<file path="config.mk">
export PLATFORM = sky130hd
export DESIGN_NAME = icacheTop
export DESIGN_NICKNAME = d
export VERILOG_FILES = /design/src/common/icachePkg.sv /design/src/icache/icacheLookup.sv /design/src/icache/icacheWays.sv /design/src/icache/icacheMissController.sv /design/src/hdl/icacheTop.sv
export VERILOG_INCLUDE_DIRS = /design/src /design/src/common
export SDC_FILE = /design/constraint.sdc
export NUM_CORES = 2
export LEC_CHECK = 0
export ABC_CLOCK_PERIOD_IN_PS = 9700
export BUFFER_PORTS_ARGS = -buffer_cell sky130_fd_sc_hd__buf_2
export CAP_MARGIN = 20
export CORE_ASPECT_RATIO = 1.5
export CORE_MARGIN = 2
export CORE_UTILIZATION = 68
export CTS_BUF_LIST = sky130_fd_sc_hd__clkbuf_16
export DETAILED_ROUTE_END_ITERATION = 16
export PLACE_DENSITY = 0.85
export SLEW_MARGIN = 15
export SYNTH_ARGS = -nofsm -noshare
export SYNTH_HDL_FRONTEND = slang
export SYNTH_MEMORY_MAX_BITS = 65536
export SYNTH_SLANG_ARGS = --single-unit
export TNS_END_PERCENT = 10
</file>
<file path="constraint.sdc">
create_clock -name clk -period 9.7 [get_ports clk]
set_clock_uncertainty 0.1 [all_clocks]
set_input_delay 1.94 -clock clk [delete_from_list [all_inputs] [get_ports clk]]
set_output_delay 1.94 -clock clk [all_outputs]
set_load 0.05 [all_outputs]
</file>
<file path="src/common/icache_consts.svh">
/* Instruction cache constants
   Word address split into tag, set and offset, and the instruction width */

`ifndef ICACHE_CONSTS_SVH
`define ICACHE_CONSTS_SVH

// Tag compared against both ways
`define ICACHE_TAG_BITS 14
// 16 sets
`define ICACHE_SET_BITS 4
// 4-word blocks
`define ICACHE_OFFSET_BITS 2

`define ICACHE_WORD_BITS 32

// Full word address, tag in the upper bits
`define ICACHE_ADDR_BITS (`ICACHE_TAG_BITS + `ICACHE_SET_BITS + `ICACHE_OFFSET_BITS)

`endif

</file>
<file path="src/common/icachePkg.sv">
/* Instruction cache types
   Address field vectors and the structs passed between the cache stages */

`include "icache_consts.svh"

package icachePkg;

  typedef logic [`ICACHE_TAG_BITS-1:0]    tagT;
  typedef logic [`ICACHE_SET_BITS-1:0]    setT;
  typedef logic [`ICACHE_OFFSET_BITS-1:0] offsetT;
  typedef logic [`ICACHE_WORD_BITS-1:0]   wordT;
  typedef logic [`ICACHE_ADDR_BITS-1:0]   wordAddrT;

  // Registered fetch request, address already split
  typedef struct packed {
    logic   valid;
    tagT    tag;
    setT    set;
    offsetT offset;
  } lookupT;

  // Tag state of both ways for the looked-up set
  typedef struct packed {
    logic way1Valid;
    logic way2Valid;
    tagT  way1Tag;
    tagT  way2Tag;
    logic lru;        // Set when way 1 is least recent
  } wayTagsT;

  // Write command from the miss controller
  typedef struct packed {
    logic   way1We;
    logic   way2We;
    offsetT wayOffset;
    logic   markValid;
    logic   wayRead;  // Set to read way 1
  } fillT;

endpackage

</file>
<file path="src/icache/icacheLookup.sv">
/* Instruction cache lookup stage
   Registers the fetch request and splits the word address into tag, set and offset */

`timescale 1ns/1ps

`include "icache_consts.svh"

module icacheLookup (
  input  logic                clk,
  input  logic                reset,
  input  logic                fetchValid,
  input  icachePkg::wordAddrT fetchAddr,
  input  logic                stall,
  output icachePkg::lookupT   lookup
);

  import icachePkg::*;

  logic   validQ;
  tagT    tagQ;
  setT    setQ;
  offsetT offsetQ;

  tagT    fetchTag;
  setT    fetchSet;
  offsetT fetchOffset;

  // Tag on top, then set index, then word within the block
  assign fetchTag    = fetchAddr[`ICACHE_ADDR_BITS-1 -: `ICACHE_TAG_BITS];
  assign fetchSet    = fetchAddr[`ICACHE_OFFSET_BITS +: `ICACHE_SET_BITS];
  assign fetchOffset = fetchAddr[`ICACHE_OFFSET_BITS-1:0];

  // Request valid, held during a fill so the same fetch is looked up again
  always_ff @(posedge clk) begin
    if (reset) begin
      validQ <= 1'b0;
    end else if (!stall) begin
      validQ <= fetchValid;
    end
  end

  // Address fields
  always_ff @(posedge clk) begin
    if (!stall) begin
      tagQ    <= fetchTag;
      setQ    <= fetchSet;
      offsetQ <= fetchOffset;
    end
  end

  assign lookup.valid  = validQ;
  assign lookup.tag    = tagQ;
  assign lookup.set    = setQ;
  assign lookup.offset = offsetQ;

endmodule

</file>
<file path="src/icache/icacheWays.sv">
/* Instruction cache way store
   Tag, valid, LRU and data arrays of both ways, read at the looked-up set.
   Takes fill writes from the miss controller and returns the selected word */

`timescale 1ns/1ps

`include "icache_consts.svh"

module icacheWays (
  input  logic               clk,
  input  logic               reset,
  input  icachePkg::lookupT  lookup,
  input  icachePkg::fillT    fill,
  input  icachePkg::wordT    busData,
  input  logic               cacheEnable,
  output icachePkg::wayTagsT tags,
  output icachePkg::wordT    instr
);

  import icachePkg::*;

  localparam int Sets  = 1 << `ICACHE_SET_BITS;
  localparam int Words = 1 << `ICACHE_OFFSET_BITS;

  // Per-set state bits
  logic [Sets-1:0] valid1;
  logic [Sets-1:0] valid2;
  logic [Sets-1:0] lru;

  tagT  tag1 [Sets];
  tagT  tag2 [Sets];

  // One 4-word line per set and way
  wordT data1 [Sets][Words];
  wordT data2 [Sets][Words];

  logic readWay1Hit;
  logic readWay2Hit;
  logic readHit;

  // Combinational read of the looked-up set
  assign tags.way1Valid = valid1[lookup.set];
  assign tags.way2Valid = valid2[lookup.set];
  assign tags.way1Tag   = tag1[lookup.set];
  assign tags.way2Tag   = tag2[lookup.set];
  assign tags.lru       = lru[lookup.set];

  assign instr = fill.wayRead ? data1[lookup.set][lookup.offset]
                              : data2[lookup.set][lookup.offset];

  // Hit in the way being read, only counts for LRU when caching
  assign readWay1Hit = tags.way1Valid & (tags.way1Tag == lookup.tag);
  assign readWay2Hit = tags.way2Valid & (tags.way2Tag == lookup.tag);
  assign readHit     = lookup.valid & cacheEnable &
                       (fill.wayRead ? readWay1Hit : readWay2Hit);

  always_ff @(posedge clk) begin
    if (reset) begin
      valid1 <= '0;
      valid2 <= '0;
      lru    <= '0;
    end else begin
      if (fill.way1We && fill.markValid) begin
        valid1[lookup.set] <= 1'b1;
      end
      if (fill.way2We && fill.markValid) begin
        valid2[lookup.set] <= 1'b1;
      end
      // Way just read becomes most recent
      if (readHit) begin
        lru[lookup.set] <= ~fill.wayRead;
      end
    end
  end

  // Fill writes, one word per data beat
  always_ff @(posedge clk) begin
    if (fill.way1We) begin
      data1[lookup.set][fill.wayOffset] <= busData;
      if (fill.markValid) begin
        tag1[lookup.set] <= lookup.tag;
      end
    end
    if (fill.way2We) begin
      data2[lookup.set][fill.wayOffset] <= busData;
      if (fill.markValid) begin
        tag2[lookup.set] <= lookup.tag;
      end
    end
  end

endmodule

</file>
<file path="src/icache/icacheMissController.sv">
/* Instruction cache miss controller
   Detects hits, stalls the fetch on a miss and runs the block fill over the
   pipelined bus, address phase one beat ahead of the data phase */

`timescale 1ns/1ps

module icacheMissController (
  input  logic                clk,
  input  logic                reset,
  input  logic                cacheEnable,
  input  icachePkg::lookupT   lookup,
  input  icachePkg::wayTagsT  tags,
  input  logic                busReady,
  output icachePkg::fillT     fill,
  output logic                stall,
  output logic                instrValid,
  output logic                busRequest,
  output icachePkg::wordAddrT busAddr
);

  import icachePkg::*;

  typedef enum logic [1:0] {READY, MEMREAD, LASTREAD, NEXTINSTR} stateT;

  stateT  state;
  stateT  nextState;

  logic   way1Hit;
  logic   way2Hit;
  logic   hit;
  logic   miss;
  logic   addrAccept;
  logic   dataBeat;
  logic   victimWay1;

  offsetT addrCount;
  offsetT dataCount;
  offsetT addrOffset;
  offsetT dataOffset;

  // Tag compare against both ways
  assign way1Hit = tags.way1Valid & (tags.way1Tag == lookup.tag);
  assign way2Hit = tags.way2Valid & (tags.way2Tag == lookup.tag);

  // Disabled fetches never hit
  assign hit  = lookup.valid & cacheEnable & (way1Hit | way2Hit);
  assign miss = lookup.valid & ~hit;

  always_ff @(posedge clk) begin
    if (reset) begin
      state <= READY;
    end else begin
      state <= nextState;
    end
  end

  always_comb begin
    nextState = state;
    case (state)
      // Leave once the first address is taken
      READY: begin
        if (miss && busReady) begin
          nextState = cacheEnable ? MEMREAD : LASTREAD;
        end
      end
      MEMREAD: begin
        if (busReady && (addrCount == offsetT'(3))) begin
          nextState = LASTREAD;
        end
      end
      // Only the last data beat is outstanding
      LASTREAD: begin
        if (busReady) begin
          nextState = NEXTINSTR;
        end
      end
      NEXTINSTR: nextState = READY;
      default:   nextState = READY;
    endcase
  end

  assign stall      = ((state == READY) & miss) | (state == MEMREAD) | (state == LASTREAD);
  // Held request is returned in NEXTINSTR, also for a disabled read
  assign instrValid = ((state == READY) & hit) | ((state == NEXTINSTR) & lookup.valid);
  assign busRequest = ((state == READY) & miss) | (state == MEMREAD);

  assign addrAccept = busRequest & busReady;
  assign dataBeat   = busReady & ((state == MEMREAD) | (state == LASTREAD));

  // Address beats and data beats, data count trails by one
  always_ff @(posedge clk) begin
    if (reset || (state == NEXTINSTR)) begin
      addrCount <= '0;
      dataCount <= '0;
    end else begin
      if (addrAccept) begin
        addrCount <= addrCount + offsetT'(1);
      end
      if (dataBeat) begin
        dataCount <= dataCount + offsetT'(1);
      end
    end
  end

  // Single read at the requested word when disabled
  assign addrOffset = cacheEnable ? addrCount : lookup.offset;
  assign dataOffset = cacheEnable ? dataCount : lookup.offset;

  assign busAddr = {lookup.tag, lookup.set, addrOffset};

  // Victim way. Once the first word lands, the filling way hits and stays chosen
  always_comb begin
    if (!cacheEnable) begin
      victimWay1 = 1'b1;
    end else if (way1Hit) begin
      victimWay1 = 1'b1;
    end else if (way2Hit) begin
      victimWay1 = 1'b0;
    end else if (!tags.way1Valid) begin
      victimWay1 = 1'b1;
    end else if (!tags.way2Valid) begin
      victimWay1 = 1'b0;
    end else begin
      victimWay1 = tags.lru;
    end
  end

  assign fill.way1We    = dataBeat & victimWay1;
  assign fill.way2We    = dataBeat & ~victimWay1;
  assign fill.wayOffset = dataOffset;
  assign fill.markValid = cacheEnable;
  assign fill.wayRead   = ~cacheEnable | way1Hit;

endmodule

</file>
<file path="src/hdl/icacheTop.sv">
/* Instruction cache top level
   Connects the lookup stage, way store and miss controller to the fetch
   port and the pipelined bus port */

`timescale 1ns/1ps

module icacheTop (
  input  logic                clk,
  input  logic                reset,
  input  logic                cacheEnable,
  input  logic                fetchValid,
  input  icachePkg::wordAddrT fetchAddr,
  input  logic                busReady,
  input  icachePkg::wordT     busData,
  output icachePkg::wordT     instr,
  output logic                instrValid,
  output logic                stall,
  output logic                busRequest,
  output icachePkg::wordAddrT busAddr
);

  import icachePkg::*;

  lookupT  lookup;
  wayTagsT tags;
  fillT    fill;

  icacheLookup icacheLookup_i (
    .clk        (clk),
    .reset      (reset),
    .fetchValid (fetchValid),
    .fetchAddr  (fetchAddr),
    .stall      (stall),
    .lookup     (lookup)
  );

  // Fill data comes straight from the bus
  icacheWays icacheWays_i (
    .clk         (clk),
    .reset       (reset),
    .lookup      (lookup),
    .fill        (fill),
    .busData     (busData),
    .cacheEnable (cacheEnable),
    .tags        (tags),
    .instr       (instr)
  );

  icacheMissController icacheMissController_i (
    .clk         (clk),
    .reset       (reset),
    .cacheEnable (cacheEnable),
    .lookup      (lookup),
    .tags        (tags),
    .busReady    (busReady),
    .fill        (fill),
    .stall       (stall),
    .instrValid  (instrValid),
    .busRequest  (busRequest),
    .busAddr     (busAddr)
  );

endmodule

</file>
==> results of run 1 <==
## cell usage after synthesis (22+ instances only)
library cell | count | area (um2)
o221ai_1 | 52 | 455.4
edfxtp_1 | 4564 | 137100
buf_2 | 109 | 545.5
dfxtp_1 | 59 | 1181
clkbuf_1 | 245 | 919.6
nand2_1 | 86 | 322.8
buf_4 | 22 | 165.2
mux2i_1 | 162 | 1622
nor3_1 | 149 | 745.7
nand2b_1 | 38 | 237.7
mux4_2 | 1393 | 31370
buf_1 | 57 | 214.0
nor2_1 | 30 | 112.6
a21oi_1 | 25 | 125.1
## routing by layer
metal | overflow | global-route usage [%]
met5 | 0 | 20.56
met4 | 59 | 53.43
met3 | 3 | 40.36
met2 | 60 | 78.06
met1 | 5 | 61.64
## stage by stage
step           worst slack (ns)  hold WS [ns]  std cells
4_1_cts                  0.8541        0.4011      11420
3_5_place_dp              2.177        0.3609      10700
3_3_place_gp              2.097        0.3325      10690
2_1_floorplan             3.450        0.3220       7254
## cell families after synthesis
logic type / count (synthesis) / synth area share (%)
mux: 1579 / 18.79
buf+inv: 455 / 1.144
flops: 4623 / 78.01
compound gates: 190 / 0.8262
xor+xnor: 34 / 0.1681
fa+ha+maj: 5 / 0.03531
simple gates: 368 / 1.026
==> metrics.md, run 1 <==
| Metric | Value |
|---|---|
| Status | `did not finish` |
| Stopped at | `global routing` |
| Err | `[ERROR GRT-0116] Global routing finished with congestion. Check the congestion regions in the DRC Viewer.` |
| Initial cell density of the core | `~68%` |
| Post-synth ARST share | `0%` |
| Area after DPL | `roughly 180000 um2` |
| Vias in the first global route | `between 100k and 150k` |
| Post-CTS setup buffers | `0` |
| Port Buf Inserts | `around 110` |
| Synth Cell Area | `177200 um2` |
| Die Ht | `roughly 630 um` |
| GRT Util Overall | `about three fifths` |
| Hpwl dp | `between 300000 and 400000 um` |
| Cell variety after synth | `66` |
| H-tree depth | `5` |
| First-pass GRT wire length | `1018000 um` |
| Row count | `approximately 230` |
| Mapped Cells | `slightly above 7k` |
| RD Place Congestion | `between 0.8 and 0.9` |
| Clock sink total | `roughly 4.6k` |
| Avg Cell Area, Syn | `~24 um2` |
| Die Span X | `around 420 um` |
| Global route overflow | `roughly 130` |
| Yosys reg bits | `~4.6k` |
| YS warnings | `0` |
| Post-synth EDFFs | `around 4.6k` |
| Main synth FF type | `edfxtp_1` |
| Syn Nets | `around 7.3k` |
| Cts repair resizes | `0` |
| Hold buffers post-CTS | `0` |
| Clock Tree Root | `clkbuf_16` |
| Largest net degree at the start of global routing | `131` |
| CTS max path bufs | `4` |
| Seq/Total Area, Yosys | `between 70 and 80%` |
| # IOs | `between 100 and 150` |
| CTS Buf Count | `395` |
==> run 2, diff against run 1 <==
--- a/config.mk
+++ b/config.mk
@@ -9,12 +9,10 @@
 export ABC_CLOCK_PERIOD_IN_PS = 9700
 export BUFFER_PORTS_ARGS = -buffer_cell sky130_fd_sc_hd__buf_2
 export CAP_MARGIN = 20
-export CORE_ASPECT_RATIO = 1.5
 export CORE_MARGIN = 2
-export CORE_UTILIZATION = 68
-export CTS_BUF_LIST = sky130_fd_sc_hd__clkbuf_16
+export CORE_UTILIZATION = 40
 export DETAILED_ROUTE_END_ITERATION = 16
-export PLACE_DENSITY = 0.85
+export PLACE_DENSITY_LB_ADDON = 0.15
 export SLEW_MARGIN = 15
 export SYNTH_ARGS = -nofsm -noshare
 export SYNTH_HDL_FRONTEND = slang
==> metrics.md, run 2 <==
| Metric | Value |
|---|---|
| WP data arrival | `about 6.5 ns` |
| Core area | `441500 um2` |
| Top flop regs | `icacheWays_i.data1 (2048), icacheWays_i.data2 (2048)` |
| Final Slew Violations | `0` |
| Startpoint types | `flop` |
| Setup tns final | `0 ns` |
| Post-synth EDFFs | `between 4k and 5k` |
| DR pass1 iterations | `6` |
| Vias in the first global route | `between 80k and 90k` |
| Final cell count without fillers | `roughly 14k` |
| Post-synth top area cell | `edfxtp_1` |
| Max frequency | `117.8 MHz` |
| Clk_lat worst skew | `between 1 and 1.5 ns` |
| Area contributors post-synth | `edfxtp_1, mux4_2, mux2i_1` |
| Placed Cells | `about 13k` |
| H-tree depth | `5` |
| Unrepaired setup endpoints after global routing | `no` |
| Post-DR wirelength/cell | `around 36 um` |
| Pre-CTS setup slack | `around 2.1 ns` |
| Layout Utilization | `45.87%` |
| HP Class | `flop to flop` |
| Slew Limit Headroom | `between 20 and 25%` |
| Initial cell density of the core | `roughly 40%` |
| Clock sink total | `about 4.6k` |
| Largest net degree at the start of global routing | `111` |
| CP cell instances | `buf_4, mux4_1, mux4_2, xnor2_1, and2_1, o211ai_1, o41ai_4, buf_4, mux2i_1, buf_2` |
| RD Place Congestion | `between 0.7 and 0.8` |
| Internal | `39.72 mW` |
| Yosys reg bits | `about 4.6k` |
| Area after DPL | `187400 um2` |
| Syn Nets | `7316` |
| Port Buf Inserts | `approximately 110` |
| Fin area | `roughly 200000 um2` |
| Avg Cell Area, Syn | `24.43 um2` |
| CP Buf/Inv Count | `3` |
| CTS clk-pin slew, worst paths | `roughly 0.06 ns` |
| Power, Total | `between 50 and 60 mW` |
| Area Growth Syn to Fin | `14.26%` |
| Setup ws final | `roughly 1.2 ns` |
| Mapped Cells | `between 7k and 8k` |
| Cell variety after synth | `66` |
| CP top delay family | `multiplexers` |
| Worst slew pin tran | `approximately 1.2 ns` |
| Die Span X | `approximately 670 um` |
| Crit path required time | `roughly 7.7 ns` |
| Fraction of layout cells with a size suffix above 1 | `approximately 33%` |
| Leak | `just over 60 nW` |
| Met2 WL post-DR | `247400 um` |
| Metal-1 WL | `around 210000 um` |
| Fin Hold WS | `approximately 0.36 ns` |
| Post-synth ARST share | `0%` |
| Drt first-iter violations | `roughly 11k` |
| Max Used Layer | `met5` |
| Crit path kind | `flop to output port` |
| Top cell type's share of synthesized area | `77.34%` |
| CTS max path bufs | `4` |
| Clock Tree Root | `clkbuf_16` |
| Combinational power share | `between 30% and 40%` |
| GRT Util Overall | `22.25%` |
| TritonCTS clock tree | `done` |
| Post-synth top cells | `edfxtp_1, mux4_2, clkbuf_1` |
| Die Ht | `669.6 um` |
| Tmin final | `between 8 and 9 ns` |
| First-pass GRT wire length | `696100 um` |
| # IOs | `112` |
| Synth Cell Area | `between 150000 and 200000 um2` |
| Hold buffers post-CTS | `0` |
| Clock Power Share | `30.1%` |
| Reg power frac | `roughly two fifths` |
| Drt total wl | `504200 um` |
| Crit path max fanout | `37` |
| Most used cell, CP | `buf_4` |
| Slowest cell on crit path | `dfxtp_4` |
| Count of final setup violators | `0` |
| Top-count cell post-synth | `edfxtp_1` |
| Most common cell after layout, fill and taps aside | `edfxtp_1` |
| Hpwl dp | `around 280000 um` |
| Final Hold Vio Count | `0` |
| Via count | `between 80k and 90k` |
| Status | `finished, final reports clean` |
| Seq/Total Area, Yosys | `~80%` |
| DR DRC count | `0` |
| Die Area | `around 450000 um2` |
| Crit end category | `output port` |
| Routed met3 length | `between 30000 and 40000 um` |
| Global route overflow | `0` |
| Vias per Instance | `5.875` |
| YS warnings | `0` |
| Commonest cells after routing, fill and taps aside | `edfxtp_1, mux4_2, clkbuf_16` |
| Antenna violations before repair | `42` |
| CP max stage delay | `just under 0.9 ns` |
| Period utilization | `between 80 and 90%` |
| Psw | `between 15 and 20 mW` |
| Row count | `~240` |
| Power density cells | `around 290 nW/um2` |
| Filler cells | `36.46k` |
| Routed Antenna Nets | `0` |
| Max-Cap Viols | `0` |
| Switching share of power | `between 30% and 40%` |
| Fin nets | `around 8k` |
| Worst IR Drop VDD | `around 0.00025 V` |
| Cts repair resizes | `0` |
| CTS Buf Count | `475` |
| Post-CTS setup buffers | `0` |
| Main synth FF type | `edfxtp_1` |
-- run 2: kinds of logic (layout without fill, tap and decap cells) --
group	Yosys count	in the layout	share of synthesized area [%]
mux	1579	1579	18.79
other cells	0	19	0
buf+inv	455	1368	1.144
xor+xnor	34	34	0.1681
flops	4623	4623	78.01
fa+ha+maj	5	5	0.03531
compound gates	190	190	0.8262
simple gates	368	368	1.026
-- run 2: area by class of cell --
class                           instances  area, um2  area share [%]
Sequential cell                      4623     138200           68.28
Multi-Input combinational cell       2176      37820           18.68
Clock buffer                          589      12510           6.176
Tap cell                             5904       7387           3.648
Timing Repair Buffer                  489       3991           1.971
Clock inverter                        281       2440           1.205
Antenna cell                           19      47.55         0.02348
Inverter                                9      41.29         0.02039
-- run 2: power groups by stage --
| stage | registers (mW) | clock network [mW] | logic (mW) |
|---|---|---|---|
| detailed placement | 23.1 | 0 | 18.8 |
| finish | 22.6 | 17.7 | 18.5 |
| CTS | 22.7 | 18.0 | 18.8 |
| global placement | 23.1 | 0 | 18.7 |
| global route | 22.7 | 18.7 | 19.3 |
| floorplan | 23.0 | 0 | 11.3 |
-- run 2: worst paths after layout --
check                          start                         to  slack (ns)  cells past startpoint
max                             flop                   instr[6]        1.21                     10
min          icacheWays_i.valid1[10]    icacheWays_i.valid1[10]        0.36                      2
max reg2reg                     flop  icacheWays_i.data2[0][19]        3.03                     12
min reg2reg  icacheWays_i.valid1[10]    icacheWays_i.valid1[10]        0.36                      2
-- run 2: per-layer routing --
| metal | up-vias | GRT usage, % |
|---|---|---|
| li1 | 32620 | - |
| met1 | 46360 | 31.62 |
| met2 | 3161 | 36.67 |
| met3 | 628 | 2.970 |
| met4 | 8 | 5.487 |
| met5 | - | 0 |
-- run 2: worst register-to-register path, stage by stage, from the launching register on --
cell and delay (ns):
dfxtp_4 0.87, buf_4 0.51, mux4_1 0.63, mux4_2 0.52
xnor2_1 0.18, and2_1 0.18, o211ai_1 0.14, o41ai_4 0.52
buf_4 0.69, or3b_4 0.71, buf_4 0.64, nor3_2 0.14
buf_4 0.38
Power figures use the tool's default switching activity.
